**src/hw/cpu_pkg.sv**
```systemverilog
package cpu_pkg;

    ////////////////////
    // Widths

    localparam int WORD_WIDTH     = 16;
    localparam int REG_ADDR_WIDTH = 2;
    localparam int NUM_REGS       = 4;

    // Instruction fields
    localparam int OPCODE_MSB = 15;
    localparam int RS_MSB     = 11;
    localparam int RT_MSB     = 9;
    localparam int RD_MSB     = 7;   // R-type only
    localparam int FUNCT_MSB  = 5;
    localparam int IMM_WIDTH  = 8;   // I-type bits 7..0

    typedef logic [WORD_WIDTH-1:0]     word_t;
    typedef logic [REG_ADDR_WIDTH-1:0] reg_addr_t;

    ////////////////////
    // Encodings

    typedef enum logic [3:0] {
        OP_ADI   = 4'd4,
        OP_ORI   = 4'd5,
        OP_LHI   = 4'd6,
        OP_RTYPE = 4'd15
    } opcode_e;

    typedef enum logic [5:0] {
        F_ADD = 6'd0,
        F_SUB = 6'd1,
        F_AND = 6'd2,
        F_ORR = 6'd3,
        F_NOT = 6'd4,
        F_TCP = 6'd5,
        F_SHL = 6'd6,
        F_SHR = 6'd7,
        F_WWD = 6'd28,
        F_HLT = 6'd29
    } funct_e;

    typedef enum logic [3:0] {
        ALU_ADD,
        ALU_SUB,
        ALU_AND,
        ALU_OR,
        ALU_NOT,
        ALU_TCP,
        ALU_SHL,
        ALU_SHR,
        ALU_PASS_B
    } alu_op_e;

    ////////////////////
    // Pipeline payloads

    typedef struct packed {
        logic      en;
        reg_addr_t addr;
        word_t     data;
    } reg_write_t;

    typedef struct packed {
        logic      valid;
        reg_addr_t rs;
        reg_addr_t rt;
        reg_addr_t dest;
        word_t     rs_data;
        word_t     rt_data;
        word_t     imm;
        alu_op_e   alu_op;
        logic      use_imm;
        logic      reg_write;
        logic      wwd;
        logic      halt;
    } id_ex_t;

    typedef struct packed {
        logic      valid;
        logic      wr_en;      // Already qualified by valid
        reg_addr_t dest;
        word_t     result;
        logic      wwd;
        word_t     wwd_data;
        logic      halt;
    } ex_wb_t;

endpackage

```
**src/hw/register_file.sv**
```systemverilog
`timescale 1ns/1ns

module register_file (
    input  logic                clk,
    input  logic                reset_n,
    input  cpu_pkg::reg_addr_t  rs_addr,
    input  cpu_pkg::reg_addr_t  rt_addr,
    output cpu_pkg::word_t      rs_data,
    output cpu_pkg::word_t      rt_data,
    input  cpu_pkg::reg_write_t wr
);

    cpu_pkg::word_t regs [cpu_pkg::NUM_REGS];

    always_ff @(posedge clk) begin
        if (reset_n) begin
            regs <= '{default: '0};
        end else if (wr.en) begin
            regs[wr.addr] <= wr.data;
        end
    end

    // Write-through so a read during the write sees the new value
    assign rs_data = (wr.en && wr.addr == rs_addr) ? wr.data : regs[rs_addr];
    assign rt_data = (wr.en && wr.addr == rt_addr) ? wr.data : regs[rt_addr];

endmodule

```
**src/hw/alu.sv**
```systemverilog
`timescale 1ns/1ns

module alu (
    input  cpu_pkg::alu_op_e op,
    input  cpu_pkg::word_t   a,
    input  cpu_pkg::word_t   b,
    output cpu_pkg::word_t   y
);

    always_comb begin
        case (op)
            cpu_pkg::ALU_ADD: begin
                y = a + b;          // Wraps
            end
            cpu_pkg::ALU_SUB: begin
                y = a - b;
            end
            cpu_pkg::ALU_AND: begin
                y = a & b;
            end
            cpu_pkg::ALU_OR: begin
                y = a | b;
            end
            cpu_pkg::ALU_NOT: begin
                y = ~a;
            end
            cpu_pkg::ALU_TCP: begin
                y = ~a + 1'b1;      // Two's complement of rs
            end
            cpu_pkg::ALU_SHL: begin
                y = a << 1;
            end
            cpu_pkg::ALU_SHR: begin
                y = cpu_pkg::word_t'($signed(a) >>> 1);  // Sign bit kept
            end
            cpu_pkg::ALU_PASS_B: begin
                y = b;              // LHI
            end
            default: begin
                y = '0;
            end
        endcase
    end

endmodule

```
**src/hw/decode_stage.sv**
```systemverilog
`timescale 1ns/1ns

module decode_stage (
    input  logic                clk,
    input  logic                reset_n,
    input  cpu_pkg::word_t      inst,
    input  logic                inst_valid,
    output logic                inst_ready,
    input  cpu_pkg::reg_write_t wb_write,
    output cpu_pkg::id_ex_t     id_ex
);

    localparam int EXT_WIDTH = cpu_pkg::WORD_WIDTH - cpu_pkg::IMM_WIDTH;

    logic                          accept;
    logic                          fetch_hlt;
    logic                          halt_seen;
    logic                          if_valid;
    cpu_pkg::word_t                if_inst;
    cpu_pkg::opcode_e              opcode;
    cpu_pkg::funct_e               funct;
    cpu_pkg::reg_addr_t            rs;
    cpu_pkg::reg_addr_t            rt;
    cpu_pkg::reg_addr_t            rd;
    logic [cpu_pkg::IMM_WIDTH-1:0] imm8;
    cpu_pkg::word_t                rs_data;
    cpu_pkg::word_t                rt_data;
    cpu_pkg::id_ex_t               id_ex_d;

    ////////////////////
    // Fetch handshake

    assign inst_ready = ~halt_seen;
    assign accept     = inst_valid & inst_ready;
    assign fetch_hlt  = inst[cpu_pkg::OPCODE_MSB -: $bits(cpu_pkg::opcode_e)] == cpu_pkg::OP_RTYPE
                     && inst[cpu_pkg::FUNCT_MSB:0] == cpu_pkg::F_HLT;

    always_ff @(posedge clk) begin
        if (reset_n) begin
            halt_seen <= 1'b0;
            if_valid  <= 1'b0;
        end else begin
            if_valid <= accept;         // Bubble when nothing taken
            if (accept && fetch_hlt) begin
                halt_seen <= 1'b1;
            end
        end
    end

    always_ff @(posedge clk) begin
        if (accept) begin
            if_inst <= inst;
        end
    end

    ////////////////////
    // Decode

    assign opcode = cpu_pkg::opcode_e'(if_inst[cpu_pkg::OPCODE_MSB -: $bits(cpu_pkg::opcode_e)]);
    assign funct  = cpu_pkg::funct_e'(if_inst[cpu_pkg::FUNCT_MSB:0]);
    assign rs     = if_inst[cpu_pkg::RS_MSB -: cpu_pkg::REG_ADDR_WIDTH];
    assign rt     = if_inst[cpu_pkg::RT_MSB -: cpu_pkg::REG_ADDR_WIDTH];
    assign rd     = if_inst[cpu_pkg::RD_MSB -: cpu_pkg::REG_ADDR_WIDTH];
    assign imm8   = if_inst[cpu_pkg::IMM_WIDTH-1:0];

    register_file i_register_file (
        .clk     (clk),
        .reset_n (reset_n),
        .rs_addr (rs),
        .rt_addr (rt),
        .rs_data (rs_data),
        .rt_data (rt_data),
        .wr      (wb_write)
    );

    always_comb begin
        id_ex_d         = '0;
        id_ex_d.valid   = if_valid;
        id_ex_d.rs      = rs;
        id_ex_d.rt      = rt;
        id_ex_d.dest    = rt;           // Immediate group
        id_ex_d.rs_data = rs_data;
        id_ex_d.rt_data = rt_data;
        id_ex_d.alu_op  = cpu_pkg::ALU_ADD;
        case (opcode)
            cpu_pkg::OP_ADI: begin
                id_ex_d.imm       = {{EXT_WIDTH{imm8[cpu_pkg::IMM_WIDTH-1]}}, imm8};
                id_ex_d.use_imm   = 1'b1;
                id_ex_d.reg_write = 1'b1;
            end
            cpu_pkg::OP_ORI: begin
                id_ex_d.imm       = {{EXT_WIDTH{1'b0}}, imm8};
                id_ex_d.alu_op    = cpu_pkg::ALU_OR;
                id_ex_d.use_imm   = 1'b1;
                id_ex_d.reg_write = 1'b1;
            end
            cpu_pkg::OP_LHI: begin
                id_ex_d.imm       = {imm8, {EXT_WIDTH{1'b0}}};
                id_ex_d.alu_op    = cpu_pkg::ALU_PASS_B;
                id_ex_d.use_imm   = 1'b1;
                id_ex_d.reg_write = 1'b1;
            end
            cpu_pkg::OP_RTYPE: begin
                id_ex_d.dest      = rd;
                id_ex_d.reg_write = 1'b1;
                case (funct)
                    cpu_pkg::F_ADD: id_ex_d.alu_op = cpu_pkg::ALU_ADD;
                    cpu_pkg::F_SUB: id_ex_d.alu_op = cpu_pkg::ALU_SUB;
                    cpu_pkg::F_AND: id_ex_d.alu_op = cpu_pkg::ALU_AND;
                    cpu_pkg::F_ORR: id_ex_d.alu_op = cpu_pkg::ALU_OR;
                    cpu_pkg::F_NOT: id_ex_d.alu_op = cpu_pkg::ALU_NOT;
                    cpu_pkg::F_TCP: id_ex_d.alu_op = cpu_pkg::ALU_TCP;
                    cpu_pkg::F_SHL: id_ex_d.alu_op = cpu_pkg::ALU_SHL;
                    cpu_pkg::F_SHR: id_ex_d.alu_op = cpu_pkg::ALU_SHR;
                    cpu_pkg::F_WWD: begin
                        id_ex_d.wwd       = 1'b1;
                        id_ex_d.reg_write = 1'b0;
                    end
                    cpu_pkg::F_HLT: begin
                        id_ex_d.halt      = 1'b1;
                        id_ex_d.reg_write = 1'b0;
                    end
                    default: id_ex_d.reg_write = 1'b0;   // No-op that still retires
                endcase
            end
            default: ;                  // Undefined opcode decodes as no-op
        endcase
    end

    always_ff @(posedge clk) begin
        if (reset_n) begin
            id_ex.valid <= 1'b0;
        end else begin
            id_ex <= id_ex_d;
        end
    end

endmodule

```
**src/hw/execute_stage.sv**
```systemverilog
`timescale 1ns/1ns

module execute_stage (
    input  logic            clk,
    input  logic            reset_n,
    input  cpu_pkg::id_ex_t id_ex,
    output cpu_pkg::ex_wb_t ex_wb
);

    cpu_pkg::word_t  rs_fwd;
    cpu_pkg::word_t  rt_fwd;
    cpu_pkg::word_t  alu_b;
    cpu_pkg::word_t  alu_y;
    cpu_pkg::ex_wb_t ex_wb_d;

    ////////////////////
    // Forwarding from the stage ahead

    assign rs_fwd = (ex_wb.wr_en && ex_wb.dest == id_ex.rs) ? ex_wb.result : id_ex.rs_data;
    assign rt_fwd = (ex_wb.wr_en && ex_wb.dest == id_ex.rt) ? ex_wb.result : id_ex.rt_data;

    assign alu_b = id_ex.use_imm ? id_ex.imm : rt_fwd;

    alu i_alu (
        .op (id_ex.alu_op),
        .a  (rs_fwd),
        .b  (alu_b),
        .y  (alu_y)
    );

    always_comb begin
        ex_wb_d.valid    = id_ex.valid;
        ex_wb_d.wr_en    = id_ex.valid & id_ex.reg_write;
        ex_wb_d.dest     = id_ex.dest;
        ex_wb_d.result   = alu_y;
        ex_wb_d.wwd      = id_ex.wwd;
        ex_wb_d.wwd_data = rs_fwd;      // WWD prints rs
        ex_wb_d.halt     = id_ex.halt;
    end

    always_ff @(posedge clk) begin
        if (reset_n) begin
            ex_wb.valid <= 1'b0;
            ex_wb.wr_en <= 1'b0;
        end else begin
            ex_wb <= ex_wb_d;
        end
    end

endmodule

```
**src/hw/retire_unit.sv**
```systemverilog
`timescale 1ns/1ns

module retire_unit (
    input  logic                clk,
    input  logic                reset_n,
    input  cpu_pkg::ex_wb_t     ex_wb,
    output cpu_pkg::reg_write_t wb_write,
    output cpu_pkg::word_t      output_port,
    output cpu_pkg::word_t      num_inst,
    output logic                is_halted
);

    // Register file takes this at the retire edge
    assign wb_write = '{en: ex_wb.wr_en, addr: ex_wb.dest, data: ex_wb.result};

    always_ff @(posedge clk) begin
        if (reset_n) begin
            output_port <= '0;
            num_inst    <= '0;
            is_halted   <= 1'b0;
        end else if (ex_wb.valid) begin
            num_inst <= num_inst + 1'b1;    // Every retirement including no-ops
            if (ex_wb.wwd) begin
                output_port <= ex_wb.wwd_data;
            end
            if (ex_wb.halt) begin
                is_halted <= 1'b1;          // Sticky until reset
            end
        end
    end

endmodule

```
**src/hw/cpu.sv**
```systemverilog
`timescale 1ns/1ns

module cpu (
    input  logic           clk,
    input  logic           reset_n,
    input  cpu_pkg::word_t inst,
    input  logic           inst_valid,
    output logic           inst_ready,
    output cpu_pkg::word_t output_port,
    output cpu_pkg::word_t num_inst,
    output logic           is_halted
);

    cpu_pkg::id_ex_t     id_ex;
    cpu_pkg::ex_wb_t     ex_wb;
    cpu_pkg::reg_write_t wb_write;     // Retire back to the register file

    decode_stage i_decode_stage (
        .clk        (clk),
        .reset_n    (reset_n),
        .inst       (inst),
        .inst_valid (inst_valid),
        .inst_ready (inst_ready),
        .wb_write   (wb_write),
        .id_ex      (id_ex)
    );

    execute_stage i_execute_stage (
        .clk     (clk),
        .reset_n (reset_n),
        .id_ex   (id_ex),
        .ex_wb   (ex_wb)
    );

    retire_unit i_retire_unit (
        .clk         (clk),
        .reset_n     (reset_n),
        .ex_wb       (ex_wb),
        .wb_write    (wb_write),
        .output_port (output_port),
        .num_inst    (num_inst),
        .is_halted   (is_halted)
    );

endmodule

```
**config.mk**
```make
export PLATFORM = sky130hd
export DESIGN_NAME = cpu
export DESIGN_NICKNAME = d
export VERILOG_FILES = /design/src/hw/cpu_pkg.sv /design/src/hw/register_file.sv /design/src/hw/alu.sv /design/src/hw/decode_stage.sv /design/src/hw/execute_stage.sv /design/src/hw/retire_unit.sv /design/src/hw/cpu.sv
export SDC_FILE = /design/constraint.sdc
export NUM_CORES = 1
export LEC_CHECK = 0
export BUFFER_PORTS_ARGS = -buffer_cell sky130_fd_sc_hd__buf_2
export CAP_MARGIN = 40
export CORE_UTILIZATION = 35
export DETAILED_ROUTE_END_ITERATION = 10
export GPL_TIMING_DRIVEN = 0
export HOLD_SLACK_MARGIN = 0.1
export PLACE_DENSITY_LB_ADDON = 0.08
export RECOVER_POWER = 50
export SYNTH_ARGS = -nofsm -noshare
export SYNTH_HDL_FRONTEND = slang
export SYNTH_SLANG_ARGS = --single-unit
```
**constraint.sdc**
```tcl
create_clock -name clk -period 5.5 [get_ports clk]
set_input_delay 1.1 -clock clk [delete_from_list [all_inputs] [get_ports clk]]
set_output_delay 1.1 -clock clk [all_outputs]
set_load 0.03 [all_outputs]
```
==> results of run 1 <==
## kinds of logic after synthesis
kind of cell / after synthesis / share of synthesized area
mux: 95 / 0.1260
flops: 216 / 0.4696
fa+ha+maj: 32 / 0.03279
xor+xnor: 63 / 0.04999
compound gates: 237 / 0.1285
simple gates: 387 / 0.1531
buf+inv: 104 / 0.03999
## Yosys cell counts, types with 17 or more instances
library cell,n
a21oi_1,104
mux2i_1,18
ha_1,20
clkbuf_1,62
and2_1,17
xor2_1,27
nand2_1,210
xnor2_1,32
nor2_1,64
edfxtp_1,114
o21ai_0,32
mux4_2,32
dfxtp_1,102
mux2_2,37
inv_1,20
## flip-flops by register name (all words and copies together) (netlist names)
register and cells:
i_decode_stage.halt_seen 1, i_decode_stage.i_register_file.regs 64, i_decode_stage.id_ex 63, i_decode_stage.if_inst 16, i_decode_stage.if_valid 1, i_execute_stage.ex_wb 38
i_retire_unit.is_halted 1, i_retire_unit.num_inst 16, i_retire_unit.output_port 16
## final cells by class
cell class	instances	area, sq um
plain buffers	81	375.4
well taps	442	553.0
inverters	23	88.84
fillers	3270	19340
clock inverters	16	176.4
multi-input cells	814	5694
clock buffers	30	654.4
repair buffers	58	269.0
flip-flops and latches	216	5465
## per-stage QoR
step | hold WS [ps] | worst slack, ps | util | total power, mW | std cells
after global routing | 431.2 | 76.28 | 0.4070 | 4.142 | 1680
final | 418.0 | 390.9 | 0.4070 | 3.974 | 1680
after global placement | 401.4 | 51.72 | 0.3817 | 2.307 | 1628
after CTS | 420.8 | 274.1 | 0.4096 | 4.034 | 1680
after floorplan | 400.3 | 1249 | - | 2.153 | 1134
after detailed placement | 405.7 | 297.6 | 0.3842 | 2.309 | 1634
## critical path: stages (launching register included)
cell,delay [ps]
edfxtp_1,460
clkbuf_1,450
xnor2_2,170
nand3_1,360
buf_6,310
buf_6,170
mux2i_1,360
inv_1,270
ha_1,330
nor2b_1,140
o31a_1,300
o21a_1,250
a31oi_1,330
a21oi_1,140
a21o_1,220
a31oi_1,300
xnor2_1,160
o211ai_1,110
## placed cells by master (no fill, tap or decap), types with 15 or more instances in the layout
cell,count
ha_1,20
clkbuf_1,108
nand2_1,210
o31ai_1,15
nor2_1,64
buf_2,20
o21ai_0,31
mux2_2,35
nand4_1,15
mux2i_1,18
a21oi_1,104
nand3_1,16
xnor2_1,32
clkbuf_16,25
inv_1,21
edfxtp_1,114
mux4_2,32
dfxtp_1,102
xor2_1,27
## power by group through the flow
stage | clock [mW] | sequential (mW) | combinational [mW]
5_1_grt | 1.82 | 1.80 | 0.522
4_1_cts | 1.75 | 1.80 | 0.482
3_5_place_dp | 0 | 1.83 | 0.478
6_report | 1.70 | 1.80 | 0.476
3_3_place_gp | 0 | 1.84 | 0.472
2_1_floorplan | 0 | 1.82 | 0.334
## what timing repair did
action,4_1_cts,5_1_grt
endpoints found under the setup margin,0,1
buffers inserted,0,0
resized for setup,0,1
## worst paths after layout
path | startpoint | to | slack [ps] | cells past startpoint
setup / recovery | i_execute_stage.ex_wb[34] | i_execute_stage.ex_wb[33] | 390 | 17
hold / removal | i_decode_stage.id_ex[1] | i_execute_stage.ex_wb[17] | 420 | 0
hold reg to reg | i_decode_stage.id_ex[1] | i_execute_stage.ex_wb[17] | 420 | 0
setup reg to reg | i_execute_stage.ex_wb[34] | i_execute_stage.ex_wb[33] | 390 | 17
## per-layer routing
metal,vias to the layer above,part of all wire,global-route usage
li1,4278,-,-
met1,4109,0.47,0.2696
met2,165,0.46,0.3192
met3,54,0.039,0.02411
met4,2,0.025,0.05467
met5,-,0.00040,0
==> impl_metrics.csv, run 1 <==
group,metric,value,unit
global_route,antenna_found_initial,1,
clock_tree,clock_latency,540,ps
timing,slew_headroom,0.4211,
power,combPwrFrac,0.120,
power,intPower,2.925,mW
timing,tns,0,ps
setup_path,worstSetupPathType,"flop to flop",
layout,fin_nets,1259,
setup_path,worstPathMaxFanout,10,
synth,syn_avg_cell_area,10.26,sq um
global_route,grt_pass1_wl,50.30,mm
global_route,grtUsageTotal,0.1950,
placed_design,routabilityCongestion,0.9083,
setup_path,worst_setup_path_end_kind,"flop",
layout,syn_to_final_growth,14.08,%
synth,synth-seq-cells,216,
timing,skew,14.94,ps
power,peakVddDrop,268.0,uV
timing,fin_crit_sh,0.9289,
run,max_cap_viol_count,0,
placed_design,portBuffers,52,
power,power.switching,1.049,mW
synth,syn_nets,1174,
clock_tree,tritoncts,"done",
synth,synthDistinctLibCells,81,
layout,fin_area,0.01328,sq mm
synth,yosysWarnings,0,
placed_design,place_area,0.01253,sq mm
clock_tree,cts.sinks,216,
timing,worst_pin_slew,844.2,ps
power,power.density,299.3,mW/mm^2
global_route,grt_pass1_vias,8457,
power,p_leak,4.745,nW
power,clkPwrFrac,0.428,
synth,ys_seq_area_frac,0.4696,
setup_path,crit_required,5780,ps
die,start_util,0.3568,
route,routedWlPerCell,19.47,um
clock_tree,holdBufCountCts,0,
clock_tree,cts_root_buffer,"clkbuf_16",
synth,async_flop_share,0,
clock_tree,clk_pin_slew,60,ps
timing,setup_viol,0,
route,dr.first_iter.drc_count,551,
die,num_rows,66,
die,die_w,184.3,um
die,die_h,184.3,um
setup_path,cp.arrival,5390,ps
power,seqPwrFrac,0.452,
synth,syn_area,0.01164,sq mm
synth,synth.top_cells.by_area,"edfxtp_1, dfxtp_1, nand2_1",
synth,synth_cells,1134,
timing,rsz0062_at_grt,"false",
timing,drv_slew,0,
global_route,overflow,0,
route,viasPerCell,5.124,
timing,hold_viol_final,0,
route,ant_nets,0,
route,drt_wl_total,32.71,mm
layout,drive_above_1_share,0.1389,
route,vias,8608,
route,firstDrtPassIters,5,
timing,max_freq,195.7,MHz
synth,synth_top_area_cell,"edfxtp_1",
die,core,0.03262,sq mm
synth,synth_edf_count,114,
clock_tree,cts_max_level,1,
die,io_pins,53,
power,switching_share,0.2640,
die,die_area,0.03398,sq mm
clock_tree,cts_buffers,25,
clock_tree,cts_buffer_depth,3,
route,drc_errors,0,
timing,finalCriticalPeriod,5109,ps
layout,diodes,0,
global_route,grt_max_degree,56,
synth,synth_top_area_share,0.2942,
status,status,"finished, final reports clean",
placed_design,dp_hpwl,25.05,mm
hold_path,worstHoldPathType,"flop to flop",
synth,synth_ff_type,"edfxtp_1",
setup_path,worstSetupStartpointType,"flop",
Note: power is estimated with default switching activity, not from simulation.
==> inputs of run 2 (changes only) <==
--- a/config.mk
+++ b/config.mk
@@ -7,9 +7,10 @@
 export LEC_CHECK = 0
 export BUFFER_PORTS_ARGS = -buffer_cell sky130_fd_sc_hd__buf_2
 export CAP_MARGIN = 40
+export CORE_ASPECT_RATIO = 0.5
 export CORE_UTILIZATION = 35
 export DETAILED_ROUTE_END_ITERATION = 10
-export GPL_TIMING_DRIVEN = 0
+export GPL_TIMING_DRIVEN = 1
 export HOLD_SLACK_MARGIN = 0.1
 export PLACE_DENSITY_LB_ADDON = 0.08
 export RECOVER_POWER = 50
==> impl_metrics.csv, run 2 (synthesis results as in run 1) <==
group,metric,value,unit
status,status,"finished with violations",
status,violations,"max-capacitance violations, max-slew violations",
power,power.density,293.2,mW/mm^2
timing,fin_crit_sh,0.9164,
clock_tree,clock_latency,550,ps
layout,drive_above_1_share,0.1767,
global_route,busiest_layer,"met1",
die,start_util,0.3617,
layout,regMostFlops,"i_decode_stage.i_register_file.regs",
global_route,overflow,0,
global_route,gr-usage-met2,0.2780,
die,die_area,0.03403,sq mm
placed_design,portBuffers,52,
placed_design,dp_hpwl,23.11,mm
setup_path,worstPathMaxFanout,12,
timing,finalCriticalPeriod,5040,ps
timing,tns,0,ps
route,viasPerCell,5.356,
clock_tree,clk_pin_slew,60,ps
timing,skew,19.69,ps
timing,hold_viol_final,0,
clock_tree,cts_buffers,23,
layout,largest_register_ffs,64,
clock_tree,cts_setup_buffers,0,
route,firstDrtPassIters,5,
die,num_rows,46,
layout,top_regs,"i_decode_stage.i_register_file.regs: 64 flops, i_decode_stage.id_ex: 63 flops, i_execute_stage.ex_wb: 38 flops",
power,peakVddDrop,186.3,uV
clock_tree,cts_max_level,1,
route,dr.first_iter.drc_count,601,
route,routedWlPerCell,20.90,um
timing,whs,420.8,ps
layout,final_common_cell,"nand2_1",
route,ant_nets,0,
layout,layout_common_cells,"nand2_1, edfxtp_1, a21oi_1",
layout,diodes,0,
setup_path,crit_required,5790,ps
layout,fin_nets,1200,
die,die_w,259.9,um
setup_path,worstSetupPathType,"flop to flop",
global_route,grt_pass1_wl,50.26,mm
timing,max_freq,198.4,MHz
layout,fin_util,0.4055,
global_route,grtUsageTotal,0.1978,
placed_design,routabilityCongestion,0.9106,
route,vias,8618,
route,drt_wl_total,33.63,mm
setup_path,cp.arrival,5330,ps
global_route,grt_max_degree,68,
clock_tree,holdBufCountCts,0,
die,core,0.03217,sq mm
placed_design,dp_cells,1567,
layout,finalNonFillerCells,1609,
clock_tree,cts_buffer_depth,3,
run,max_cap_viol_count,5,
layout,syn_to_final_growth,12.11,%
die,io_pins,53,
setup_path,worst_setup_path_end_kind,"flop",
global_route,grt_pass1_vias,8002,
route,drc_errors,0,
timing,worst_pin_slew,3282,ps
timing,drv_slew,163,
global_route,antenna_found_initial,0,
hold_path,worstHoldPathType,"flop to flop",
clock_tree,cts.sinks,216,
clock_tree,tritoncts,"done",
timing,setup_viol,0,
global_route,use_met1,0.3082,
die,die_h,130.9,um
power,p_leak,4.781,nW
timing,rsz0062_at_grt,"false",
timing,slew_headroom,-1.188,
global_route,met3_usage,0.03954,
clock_tree,cts_root_buffer,"clkbuf_16",
setup_path,worstSetupStartpointType,"flop",
[run 2: cell count changes in the layout (fill, tap and decap cells not counted), moves of 3 or more]
cell / delta
buf_6: -5
and2_0: -6
buf_8: +4
clkbuf_1: -87
buf_1: -3
buf_4: +15
clkinv_2: -5
and2_1: +6
buf_2: +24
[run 2: metrics by stage]
step                power, mW  setup WS, ps  area [sq um]
floorplan               2.153          1249         11640
global placement        2.289         514.2         12240
detailed placement      2.296         411.0         12360
CTS                     3.871         416.3         13110
global route            3.983         64.26         13050
finish                  3.825         459.8         13050
[run 2: what timing repair did]
item,CTS,global route
gates resized for setup,0,1
endpoints found under the setup margin,0,1
endpoints found under the hold margin,0,0
[run 2: report_power, final]
| group | total [mW] | switching (mW) | leakage [nW] | internal [mW] |
|---|---|---|---|---|
| Clock | 1.56 | 0.680 | 0.358 | 0.881 |
| Combinational | 0.420 | 0.261 | 2.44 | 0.159 |
| Sequential | 1.84 | 0.0850 | 1.98 | 1.76 |
[run 2: path summary, 6_finish.rpt]
check                                 start                        end  slack (ps)  cells past startpoint
hold reg to reg     i_decode_stage.id_ex[0]   i_execute_stage.ex_wb[0]         420                      0
setup reg to reg  i_execute_stage.ex_wb[34]  i_execute_stage.ex_wb[33]         460                     19
setup / recovery  i_execute_stage.ex_wb[34]  i_execute_stage.ex_wb[33]         460                     19
hold / removal      i_decode_stage.id_ex[0]   i_execute_stage.ex_wb[0]         420                      0
[run 2: cell type report]
class	instances	area, sq um
clock buffers	32	650.6
flip-flops and latches	216	5465
well taps	432	540.5
inverters	23	88.84
multi-input cells	814	5705
fillers	3172	19130
clock inverters	10	92.59
repair buffers	82	503.0
[run 2: critical path, cell delays in order, from the launching register on]
cell       delay [ps]
edfxtp_1          620
xnor2_1           340
nand3_2           150
buf_4             220
mux2_4            310
mux2i_4           290
ha_1              250
and2_1            200
a21oi_1           100
xnor2_1           150
ha_1              360
a2111oi_0         440
a21oi_1            80
o21a_1            150
a31oi_1           340
a21oi_1           120
a21o_1            220
a31oi_1           210
xnor2_1           150
o211ai_1          100
[run 2: metal layers]
layer,wire length [um],vias to the layer above
li1,-,4148
met1,17530,4192
met2,13410,235
met3,2100,43
met4,586,0
met5,0,-
